## src/source/uart_pkg.sv

```systemverilog
/* UART shared types */

package uart_pkg;

    localparam int data_w   = 8;
    localparam int scaler_w = 32;
    localparam int thresh_w = 3;
    localparam int frame_w  = 11;   // Start, data, parity, stop
    localparam int count_w  = 8;    // Occupancy field, depths up to 2**8

    typedef enum logic [2:0] {
        idle,
        start_bit,
        data_bits,
        parity_bit,
        stop_bit
    } uart_state_e;

    // Word offsets of the register port
    typedef enum logic [11:0] {
        txdata = 12'h000,
        rxdata = 12'h004,
        txctrl = 12'h008,
        rxctrl = 12'h00c,
        ie     = 12'h010,
        ip     = 12'h014,
        scaler = 12'h018
    } reg_addr_e;

    typedef struct packed {
        logic        valid;
        logic        write;
        logic [11:0] addr;
        logic [31:0] wdata;
    } bus_req_t;

    typedef struct packed {
        logic        valid;
        logic [31:0] rdata;
    } bus_resp_t;

    typedef struct packed {
        logic                ena;
        logic                nstop;    // Two stop bits
        logic                par;
        logic [thresh_w-1:0] irq_thresh;
    } line_cfg_t;

    typedef struct packed {
        logic               full;
        logic               empty;
        logic [count_w-1:0] count;
    } path_status_t;

endpackage

```

## src/source/uart_baud_gen.sv

```systemverilog
/* Bit-rate scaler */

module uart_baud_gen (
    input  logic                          i_clk,
    input  logic                          i_nrst,
    input  logic [uart_pkg::scaler_w-1:0] i_scaler,
    input  logic                          i_sync_idle,
    output logic                          o_rise,
    output logic                          o_fall
);
    import uart_pkg::*;

    logic [scaler_w-1:0] cnt;
    logic [scaler_w-1:0] scaler_q;   // Last seen value, a change restarts the count
    logic                level;
    logic                tick;

    assign tick = (|i_scaler) && (i_scaler == scaler_q) && !i_sync_idle
                  && (cnt == i_scaler - 1'b1);

    assign o_rise = tick & ~level;
    assign o_fall = tick & level;

    always_ff @(posedge i_clk or negedge i_nrst) begin
        if (!i_nrst) begin
            cnt      <= '0;
            scaler_q <= '0;
            level    <= 1'b1;
        end else begin
            scaler_q <= i_scaler;
            if (i_scaler != scaler_q) begin
                cnt <= '0;
            end else if (i_sync_idle) begin
                cnt   <= '0;             // Realign to the next start bit
                level <= 1'b1;
            end else if (tick) begin
                cnt   <= '0;
                level <= ~level;
            end else if (|i_scaler) begin
                cnt <= cnt + 1'b1;
            end
        end
    end

endmodule

```

## src/source/uart_fifo.sv

```systemverilog
/* Circular byte FIFO */

module uart_fifo #(
    parameter int log2_fifo_depth = 4
) (
    input  logic                                 i_clk,
    input  logic                                 i_nrst,
    input  logic                                 i_we,
    input  logic [uart_pkg::data_w-1:0]          i_wdata,
    input  logic                                 i_re,
    output logic [uart_pkg::data_w-1:0]          o_rdata,
    output uart_pkg::path_status_t               o_status
);
    import uart_pkg::*;

    localparam int depth = 2 ** log2_fifo_depth;

    logic [data_w-1:0]          mem [depth];
    logic [log2_fifo_depth-1:0] wr_ptr;
    logic [log2_fifo_depth-1:0] rd_ptr;
    logic [log2_fifo_depth-1:0] used;
    logic                       full;
    logic                       empty;

    // One slot always left free
    assign full  = (log2_fifo_depth'(wr_ptr + 1'b1) == rd_ptr);
    assign empty = (wr_ptr == rd_ptr);
    assign used  = wr_ptr - rd_ptr;

    assign o_rdata        = mem[rd_ptr];
    assign o_status.full  = full;
    assign o_status.empty = empty;
    assign o_status.count = count_w'(used);

    always_ff @(posedge i_clk or negedge i_nrst) begin
        if (!i_nrst) begin
            wr_ptr <= '0;
            rd_ptr <= '0;
        end else begin
            if (i_we) wr_ptr <= wr_ptr + 1'b1;
            if (i_re && !empty) rd_ptr <= rd_ptr + 1'b1;
        end
    end

    always_ff @(posedge i_clk) begin
        if (i_we) mem[wr_ptr] <= i_wdata;
    end

    // Callers must check full before pushing
    a_no_write_full: assert property (@(posedge i_clk) disable iff (!i_nrst)
        i_we |-> !full);

endmodule

```

## src/source/uart_regs.sv

```systemverilog
/* UART register block */

module uart_regs #(
    parameter int log2_fifo_depth = 4
) (
    input  logic                          i_clk,
    input  logic                          i_nrst,
    input  uart_pkg::bus_req_t            i_req,
    output uart_pkg::bus_resp_t           o_resp,
    input  uart_pkg::path_status_t        i_tx_status,
    input  uart_pkg::path_status_t        i_rx_status,
    input  logic [uart_pkg::data_w-1:0]   i_rx_data,
    input  logic                          i_err_parity,
    input  logic                          i_err_stop,
    output uart_pkg::line_cfg_t           o_tx_cfg,
    output uart_pkg::line_cfg_t           o_rx_cfg,
    output logic                          o_tx_push,
    output logic [uart_pkg::data_w-1:0]   o_tx_data,
    output logic                          o_rx_pop,
    output logic [uart_pkg::scaler_w-1:0] o_scaler,
    output logic                          o_irq
);
    import uart_pkg::*;

    reg_addr_e                  addr;
    logic                       wr;
    logic                       rd;
    logic [31:0]                rdata;
    logic                       tx_ie, rx_ie;
    logic                       tx_ip, rx_ip;
    logic                       resp_valid;
    logic [31:0]                resp_rdata;
    logic [log2_fifo_depth-1:0] tx_used, rx_used;
    logic                       tx_below, rx_above;

    function automatic logic [31:0] cfg_word(input line_cfg_t cfg);
        logic [31:0] w;
        w = '0;
        w[0] = cfg.ena;
        w[1] = cfg.nstop;
        w[2] = cfg.par;
        w[16 +: thresh_w] = cfg.irq_thresh;
        return w;
    endfunction

    function automatic line_cfg_t word_cfg(input logic [31:0] w);
        line_cfg_t cfg;
        cfg.ena        = w[0];
        cfg.nstop      = w[1];
        cfg.par        = w[2];
        cfg.irq_thresh = w[16 +: thresh_w];
        return cfg;
    endfunction

    assign addr = reg_addr_e'(i_req.addr);
    assign wr   = i_req.valid && i_req.write;
    assign rd   = i_req.valid && !i_req.write;

    assign o_tx_push = wr && (addr == txdata) && !i_tx_status.full;   // Dropped when full
    assign o_tx_data = i_req.wdata[data_w-1:0];
    assign o_rx_pop  = rd && (addr == rxdata) && !i_rx_status.empty;

    assign tx_used  = i_tx_status.count[log2_fifo_depth-1:0];
    assign rx_used  = i_rx_status.count[log2_fifo_depth-1:0];
    assign tx_below = tx_used < log2_fifo_depth'(o_tx_cfg.irq_thresh);
    assign rx_above = rx_used > log2_fifo_depth'(o_rx_cfg.irq_thresh);

    always_comb begin
        rdata = '0;
        case (addr)
            txdata: rdata[31] = i_tx_status.full;
            rxdata: begin
                rdata[31]         = i_rx_status.empty;
                rdata[data_w-1:0] = i_rx_data;
            end
            txctrl: rdata = cfg_word(o_tx_cfg);
            rxctrl: begin
                rdata    = cfg_word(o_rx_cfg);
                rdata[3] = i_err_parity;
                rdata[4] = i_err_stop;
            end
            ie:      rdata[1:0] = {rx_ie, tx_ie};
            ip:      rdata[1:0] = {rx_ip, tx_ip};
            scaler:  rdata = o_scaler;
            default: rdata = '0;
        endcase
    end

    always_ff @(posedge i_clk or negedge i_nrst) begin
        if (!i_nrst) begin
            o_tx_cfg   <= '0;
            o_rx_cfg   <= '0;
            tx_ie      <= 1'b0;
            rx_ie      <= 1'b0;
            tx_ip      <= 1'b0;
            rx_ip      <= 1'b0;
            o_scaler   <= '0;
            resp_valid <= 1'b0;
        end else begin
            resp_valid <= i_req.valid;
            if (wr && (addr == txctrl)) o_tx_cfg <= word_cfg(i_req.wdata);
            if (wr && (addr == rxctrl)) o_rx_cfg <= word_cfg(i_req.wdata);
            if (wr && (addr == ie)) {rx_ie, tx_ie} <= i_req.wdata[1:0];
            if (wr && (addr == scaler)) o_scaler <= i_req.wdata;
            if (wr && (addr == ip)) begin
                {rx_ip, tx_ip} <= i_req.wdata[1:0];   // Software write wins
            end else begin
                if (tx_below) tx_ip <= tx_ie;
                if (rx_above) rx_ip <= rx_ie;
            end
        end
    end

    always_ff @(posedge i_clk) begin
        resp_rdata <= rdata;
    end

    assign o_resp.valid = resp_valid;
    assign o_resp.rdata = resp_rdata;
    assign o_irq        = tx_ip | rx_ip;

endmodule

```

## src/source/uart_rx.sv

```systemverilog
/* UART receive path */

module uart_rx #(
    parameter int log2_fifo_depth = 4
) (
    input  logic                        i_clk,
    input  logic                        i_nrst,
    input  uart_pkg::line_cfg_t         i_cfg,
    input  logic                        i_rd,
    input  logic                        i_fall,
    input  logic                        i_pop,
    output logic [uart_pkg::data_w-1:0] o_rdata,
    output uart_pkg::path_status_t      o_status,
    output logic                        o_idle,
    output logic                        o_err_parity,
    output logic                        o_err_stop
);
    import uart_pkg::*;

    uart_state_e       state;
    logic [data_w-1:0] shift;
    logic [2:0]        frame_cnt;
    logic              stop_cnt;
    logic              push;

    uart_fifo #(
        .log2_fifo_depth(log2_fifo_depth)
    ) u_fifo (
        .i_clk   (i_clk),
        .i_nrst  (i_nrst),
        .i_we    (push),
        .i_wdata (shift),
        .i_re    (i_pop),
        .o_rdata (o_rdata),
        .o_status(o_status)
    );

    // Last stop bit, byte dropped when full
    assign push   = i_fall && (state == stop_bit) && !stop_cnt && !o_status.full;
    assign o_idle = (state == idle);

    always_ff @(posedge i_clk or negedge i_nrst) begin
        if (!i_nrst) begin
            state        <= idle;
            shift        <= '0;
            frame_cnt    <= '0;
            stop_cnt     <= 1'b0;
            o_err_parity <= 1'b0;
            o_err_stop   <= 1'b0;
        end else if (i_fall) begin
            case (state)
                idle: begin
                    if (!i_rd && i_cfg.ena) begin   // Start bit seen mid-bit
                        state      <= data_bits;
                        frame_cnt  <= '0;
                        o_err_stop <= 1'b0;
                        if (i_cfg.par) o_err_parity <= 1'b0;
                    end
                end
                data_bits: begin
                    shift <= {i_rd, shift[data_w-1:1]};
                    if (frame_cnt == 3'd7) begin
                        state    <= i_cfg.par ? parity_bit : stop_bit;
                        stop_cnt <= i_cfg.nstop;
                    end else begin
                        frame_cnt <= frame_cnt + 1'b1;
                    end
                end
                parity_bit: begin
                    o_err_parity <= (^shift) != i_rd;
                    state        <= stop_bit;
                end
                stop_bit: begin
                    if (!i_rd) o_err_stop <= 1'b1;   // Any low stop bit flags the frame
                    if (!stop_cnt) state <= idle;
                    else stop_cnt <= 1'b0;
                end
                default: state <= idle;
            endcase
        end
    end

    // Each pushed byte raises the occupancy by one
    a_push_lands: assert property (@(posedge i_clk) disable iff (!i_nrst)
        push && !i_pop |=> o_status.count == $past(o_status.count) + 1'b1);

endmodule

```

## src/source/uart_top.sv

```systemverilog
/* Byte UART top level */

module uart_top #(
    parameter int log2_fifo_depth = 4
) (
    input  logic                 i_clk,
    input  logic                 i_nrst,
    input  uart_pkg::bus_req_t   i_req,
    input  logic                 i_rd,
    output uart_pkg::bus_resp_t  o_resp,
    output logic                 o_td,
    output logic                 o_irq
);
    import uart_pkg::*;

    line_cfg_t           tx_cfg, rx_cfg;
    path_status_t        tx_status, rx_status;
    logic                tx_push, rx_pop;
    logic [data_w-1:0]   tx_data, rx_data;
    logic [scaler_w-1:0] scaler_val;
    logic                rise, fall;
    logic                tx_idle, rx_idle;
    logic                err_parity, err_stop;

    uart_regs #(.log2_fifo_depth(log2_fifo_depth)) u_regs (
        .i_clk(i_clk), .i_nrst(i_nrst), .i_req(i_req), .o_resp(o_resp),
        .i_tx_status(tx_status), .i_rx_status(rx_status), .i_rx_data(rx_data),
        .i_err_parity(err_parity), .i_err_stop(err_stop),
        .o_tx_cfg(tx_cfg), .o_rx_cfg(rx_cfg), .o_tx_push(tx_push), .o_tx_data(tx_data),
        .o_rx_pop(rx_pop), .o_scaler(scaler_val), .o_irq(o_irq)
    );

    // Both directions quiet, line high
    uart_baud_gen u_baud (
        .i_clk(i_clk), .i_nrst(i_nrst), .i_scaler(scaler_val),
        .i_sync_idle(tx_idle & rx_idle & tx_status.empty & i_rd),
        .o_rise(rise), .o_fall(fall)
    );

    uart_tx #(.log2_fifo_depth(log2_fifo_depth)) u_tx (
        .i_clk(i_clk), .i_nrst(i_nrst), .i_cfg(tx_cfg), .i_push(tx_push),
        .i_wdata(tx_data), .i_rise(rise), .o_td(o_td), .o_status(tx_status),
        .o_idle(tx_idle)
    );

    uart_rx #(.log2_fifo_depth(log2_fifo_depth)) u_rx (
        .i_clk(i_clk), .i_nrst(i_nrst), .i_cfg(rx_cfg), .i_rd(i_rd), .i_fall(fall),
        .i_pop(rx_pop), .o_rdata(rx_data), .o_status(rx_status), .o_idle(rx_idle),
        .o_err_parity(err_parity), .o_err_stop(err_stop)
    );

endmodule

```

## src/source/uart_tx.sv

```systemverilog
/* UART transmit path */

module uart_tx #(
    parameter int log2_fifo_depth = 4
) (
    input  logic                        i_clk,
    input  logic                        i_nrst,
    input  uart_pkg::line_cfg_t         i_cfg,
    input  logic                        i_push,
    input  logic [uart_pkg::data_w-1:0] i_wdata,
    input  logic                        i_rise,
    output logic                        o_td,
    output uart_pkg::path_status_t      o_status,
    output logic                        o_idle
);
    import uart_pkg::*;

    uart_state_e        state;
    logic [frame_w-1:0] shift;
    logic [3:0]         frame_cnt;
    logic               stop_cnt;
    logic [data_w-1:0]  fifo_data;
    logic               pop;
    logic               par_bit;

    uart_fifo #(
        .log2_fifo_depth(log2_fifo_depth)
    ) u_fifo (
        .i_clk   (i_clk),
        .i_nrst  (i_nrst),
        .i_we    (i_push),
        .i_wdata (i_wdata),
        .i_re    (pop),
        .o_rdata (fifo_data),
        .o_status(o_status)
    );

    assign pop     = i_rise && (state == idle) && !o_status.empty && i_cfg.ena;
    assign par_bit = i_cfg.par ? ^fifo_data : 1'b1;   // Extra stop bit without parity
    assign o_td    = shift[0];
    assign o_idle  = (state == idle);

    always_ff @(posedge i_clk or negedge i_nrst) begin
        if (!i_nrst) begin
            state     <= idle;
            shift     <= '1;
            frame_cnt <= '0;
            stop_cnt  <= 1'b0;
        end else if (i_rise) begin
            case (state)
                idle: begin
                    if (pop) begin
                        shift     <= {1'b1, par_bit, fifo_data, 1'b0};
                        state     <= start_bit;
                        frame_cnt <= '0;
                    end
                end
                start_bit: state <= data_bits;
                data_bits: begin
                    if (frame_cnt == 4'd8) begin
                        state    <= i_cfg.par ? parity_bit : stop_bit;
                        stop_cnt <= i_cfg.nstop;
                    end
                end
                parity_bit: state <= stop_bit;
                stop_bit: begin
                    if (!stop_cnt) state <= idle;
                    else stop_cnt <= 1'b0;
                end
                default: state <= idle;
            endcase

            if (state != idle) begin
                frame_cnt <= frame_cnt + 1'b1;
                shift     <= {1'b1, shift[frame_w-1:1]};   // LSB first, ones behind
            end
        end
    end

    a_idle_line_high: assert property (@(posedge i_clk) disable iff (!i_nrst)
        (state == idle) |-> o_td);

endmodule

```

## config.mk

```make
export PLATFORM = sky130hd
export DESIGN_NAME = uart_top
export DESIGN_NICKNAME = d
export VERILOG_FILES = /design/src/source/uart_pkg.sv /design/src/source/uart_baud_gen.sv /design/src/source/uart_fifo.sv /design/src/source/uart_regs.sv /design/src/source/uart_rx.sv /design/src/source/uart_top.sv /design/src/source/uart_tx.sv
export SDC_FILE = /design/constraint.sdc
export NUM_CORES = 1
export LEC_CHECK = 0
export BUFFER_PORTS_ARGS = -buffer_cell sky130_fd_sc_hd__buf_2
export CAP_MARGIN = 20
export CORE_ASPECT_RATIO = 1.2
export CORE_MARGIN = 5
export CORE_UTILIZATION = 25
export DETAILED_ROUTE_END_ITERATION = 10
export GPL_TIMING_DRIVEN = 0
export PLACE_DENSITY = 0.44
export SYNTH_ARGS = -nofsm -noshare
export SYNTH_HDL_FRONTEND = slang
export SYNTH_SLANG_ARGS = --single-unit
```

## constraint.sdc

```tcl
create_clock -name i_clk -period 6.65 [get_ports i_clk]
set_input_delay 0 -clock i_clk [delete_from_list [all_inputs] [get_ports i_clk]]
set_output_delay 0 -clock i_clk [all_outputs]
set_load 0.01 [all_outputs]
```

==> out/metrics.csv <==
stage;metric;value;unit
global_route;grt_usage;12.7;%
clocking;numCtsBuffers;51;
setup_path;crit_type;flip-flop to flip-flop;
synth;synth_fa_ha_area_share;1.87;%
global_route;grt_pass1_vias;13100;
final_layout;diodes;0;
clocking;cts_setup_buffers;0;
place;hpwl;39400;um
synth;synthCells;1464;
job;drv_cap;0;
setup_path;cp-end-kind;flip-flop;
synth;synth_area_leaders;edfxtp_1 (38%), dfrtp_1 (19%), mux4_2 (6.2%);
power;switching_share;21.9;%
setup_path;critPathLaunchType;flip-flop;
global_route;grt_pass1_wl;85100;um
sta;setup_viol;0;
sta;fin_tns_setup;0;ps
setup_path;ff2ff_setup_slack;1060;ps
synth;ys_ff_latch;453;
setup_path;r2r_start;u_regs.o_scaler[5]$_DFFE_PN0P_;
die;die_w;270;um
synth;synth_top_family_by_area;multiplexers;
synth;ys_top_cells_by_count;edfxtp_1 (256), dfrtp_1 (154), nor2_1 (99), xnor2_1 (75), xor2_1 (66);
sta;worst_pin_slew;1090;ps
clocking;post_cts_resized;0;
die;core;80400;um2
power;powerDensity;257;nW/um2
place;post-place-cells;2595;
power;p_switching;1.37;mW
final_layout;seq_area;12500;um2
power;pwr-share-clk;48.4;%
setup_path;r2r_cells;11;
place;gp_congestion;0.807;
final_layout;multiInputGateArea;7200;um2
route;drc;0;
min_path;hold_path_class;primary input to flip-flop;
sta;rsz0062_at_grt;no;
synth;yosys.cell_count.top_type;edfxtp_1;
clocking;clock_path_buffers;3;
synth;netlist-cell-type-count;78;
global_route;grt_max_degree;108;
final_layout;drive_gt1_share;20.4;%
power;power_leakage;9.21;nW
die;die_h;322;um
synth;synthArstFlopShare;36.4;%
synth;synth_compound_area_share;5.53;%
die;io_pins;84;
route;viasPerCell;4.62;
sta;relSlewSlack;27.1;%
final_layout;nFillCells;8157;
power;irDropWorstVdd;0.000205;V
die;row_count;114;
synth;synth-main-ff-cell;edfxtp_1;
setup_path;crit_arrival;5820;ps
status;outcome;completed;
clocking;cts_tree;yes;
clocking;ctsHtreeMaxLevel;2;
clocking;cts_root_buffer;clkbuf_16;
synth;yosysWarnings;0;
synth;synth-edff-count;256;
sta;clock_skew;43.0;ps
sta;slew_violations;0;
final_layout;final_nets;1727;
sta;fin_crit;5590;ps
place;place_ws;1050;ps
route;ant_nets;0;
die;initial_core_util;25.1;%
final_layout;area_delta_synth_final;20.1;%
synth;synth-xor-area-share;6.11;%
setup_path;cp_data_required_time;6880;ps
global_route;grt_antenna_before_repair;2;
synth;yosys-mux-area-fraction;11.6;%
route;first_pass_iters;6;
power;pwr-share-seq;48.0;%
synth;yosys.area_share.simple;10.4;%
setup_path;critPathCapture;u_rx.u_fifo.mem[5][3]$_DFFE_PP_;
sta;max_freq;179;MHz
power;intPower;4.87;mW
clocking;cts.sinks;453;
global_route;overflow;0;
clocking;clkTransAtPathRegs;60;ps
setup_path;r2r_end;u_rx.u_fifo.mem[5][3]$_DFFE_PP_;
synth;syn-cell-area;20200;um2
place;io_buffer_count;83;
final_layout;finalNonFillerCells;2736;
sta;finalHoldViolCount;0;
route;drt-total-wl;56100;um
synth;synth_top_area_share;38.0;%
route;drt_iter0_markers;993;
synth;yosys.area.top_type;edfxtp_1;
setup_path;critical_path.startpoint;u_regs.o_scaler[5]$_DFFE_PN0P_;
clocking;clk_latency;620;ps
route;num_vias;12600;
synth;syn_avg_cell_area;13.8;um2
setup_path;path_max_fanout;10;
die;die_area;86700;um2
power;combPwrFrac;3.6;%
sta;fin_crit_sh;84.1;%
route;wl_per_cell;20.5;um
synth;seq_area_frac_synth;61.7;%
synth;syn_nets;1542;
clocking;holdBufCountCts;44;
sta;setup_slack;1060;ps
critical path: stages, from the launching register on:
cell	delay, ps
dfrtp_1	620
nor4_2	950
nand4_1	440
clkbuf_1	330
nor4_1	330
xnor2_1	190
nor4bb_1	380
nand4_2	260
nor3_4	420
buf_6	210
nand3_1	190
nor2_1	870
flip-flops by register name, indices dropped and copies added, names as in the netlist, 8 cells and up:
| signal | count |
|---|---|
| u_regs.resp_rdata | 32 |
| u_rx.shift | 8 |
| u_tx.shift | 10 |
| u_rx.u_fifo.mem | 128 |
| u_regs.o_scaler | 32 |
| u_tx.u_fifo.mem | 128 |
| u_baud.cnt | 32 |
| u_baud.scaler_q | 32 |
final cells by class:
class | instances | area share (%)
timing repair buffer | 132 | 3.86
clock buffer | 70 | 5.96
sequential | 453 | 51.4
tap | 1044 | 5.38
buffer | 87 | 1.51
inverter | 53 | 0.819
clock inverter | 26 | 1.48
multi-input combinational | 871 | 29.6
cell families (layout without fill, tap and decap cells):
logic type | count (synthesis) | count (layout)
muxes | 155 | 155
xor gates and xnor gates | 141 | 141
AOI/OAI and AO/OA | 160 | 160
DFF | 453 | 453
buffers and inverters | 140 | 368
adders and majority gates | 29 | 29
and+or+nand+nor | 386 | 386
cells in the final DEF (no fill, tap or decap), types with 7 or more instances in the layout:
| cell type | instances |
|---|---|
| edfxtp_1 | 256 |
| dfrtp_1 | 154 |
| nor2_1 | 99 |
| buf_2 | 93 |
| xnor2_1 | 75 |
| clkbuf_1 | 73 |
| xor2_1 | 66 |
| mux4_2 | 56 |
| mux2_2 | 56 |
| inv_1 | 53 |
| nand2_1 | 52 |
| clkbuf_16 | 51 |
| dlygate4sd3_1 | 43 |
| o21ai_0 | 41 |
| mux2i_1 | 37 |
| nor4_1 | 34 |
| dfxtp_1 | 32 |
| and2_1 | 31 |
| nand3_1 | 29 |
| ha_1 | 27 |
| nor3_1 | 26 |
| nand4_1 | 20 |
| a21oi_1 | 18 |
| a31oi_1 | 16 |
| a221oi_1 | 16 |
| or4_1 | 13 |
| a22oi_1 | 12 |
| dfstp_2 | 11 |
| and3_1 | 10 |
| buf_1 | 10 |
| nand2b_1 | 10 |
| clkbuf_8 | 10 |
| or3_1 | 9 |
| clkinv_2 | 9 |
| nor3_2 | 7 |
| a21o_1 | 7 |
| bufinv_16 | 7 |
power by group through the flow:
stage	clock network, mW	registers (mW)	logic (mW)
floorplan	0	3.05	0.110
global placement	0	3.05	0.200
detailed placement	0	3.05	0.208
CTS	3.11	3.00	0.230
global route	3.22	3.00	0.255
finish	3.02	3.00	0.225
worst min-delay path by stage:
| stage | cells after the start | slack (ps) | endpoint | start |
|---|---|---|---|---|
| after floorplan | 0 | -300 | u_baud.cnt[0]$_DFFE_PN0P_ | i_nrst |
| after CTS | 5 | 20 | u_rx.u_fifo.rd_ptr[0]$_DFFE_PN0P_ | i_req[32] |
| after global placement | 2 | 240 | u_regs.o_scaler[27]$_DFFE_PN0P_ | i_req[27] |
| final | 5 | 70 | u_rx.u_fifo.rd_ptr[0]$_DFFE_PN0P_ | i_req[32] |
| after detailed placement | 1 | -8 | u_regs.resp_valid$_DFF_PN0_ | i_nrst |
| after global routing | 5 | 90 | u_rx.u_fifo.rd_ptr[1]$_DFFE_PN0P_ | i_req[33] |
per-layer routing:
metal  vias up  part of all wire (%)  GRT usage [%]  routed length, um
met3        54                   4.3           1.88               2420
met1      6454                    47           18.2              26600
met2       298                    46           20.6              26100
met5         -                     0              0                  0
li1       5835                     -              -                  -
met4         0                   1.8           2.99                985
stage by stage:
stage | area [um2] | power, mW | hold WS [ps] | util (%)
2_1_floorplan | 20200 | 3.16 | -296 | -
3_3_place_gp | 21900 | 3.25 | 236 | 27.3
3_5_place_dp | 22000 | 3.26 | -7.62 | 27.4
4_1_cts | 24300 | 6.34 | 17.0 | 30.2
5_1_grt | 24300 | 6.47 | 88.9 | 30.2
6_report | 24300 | 6.24 | 71.3 | 30.2
(Power assumes the default switching activity.)
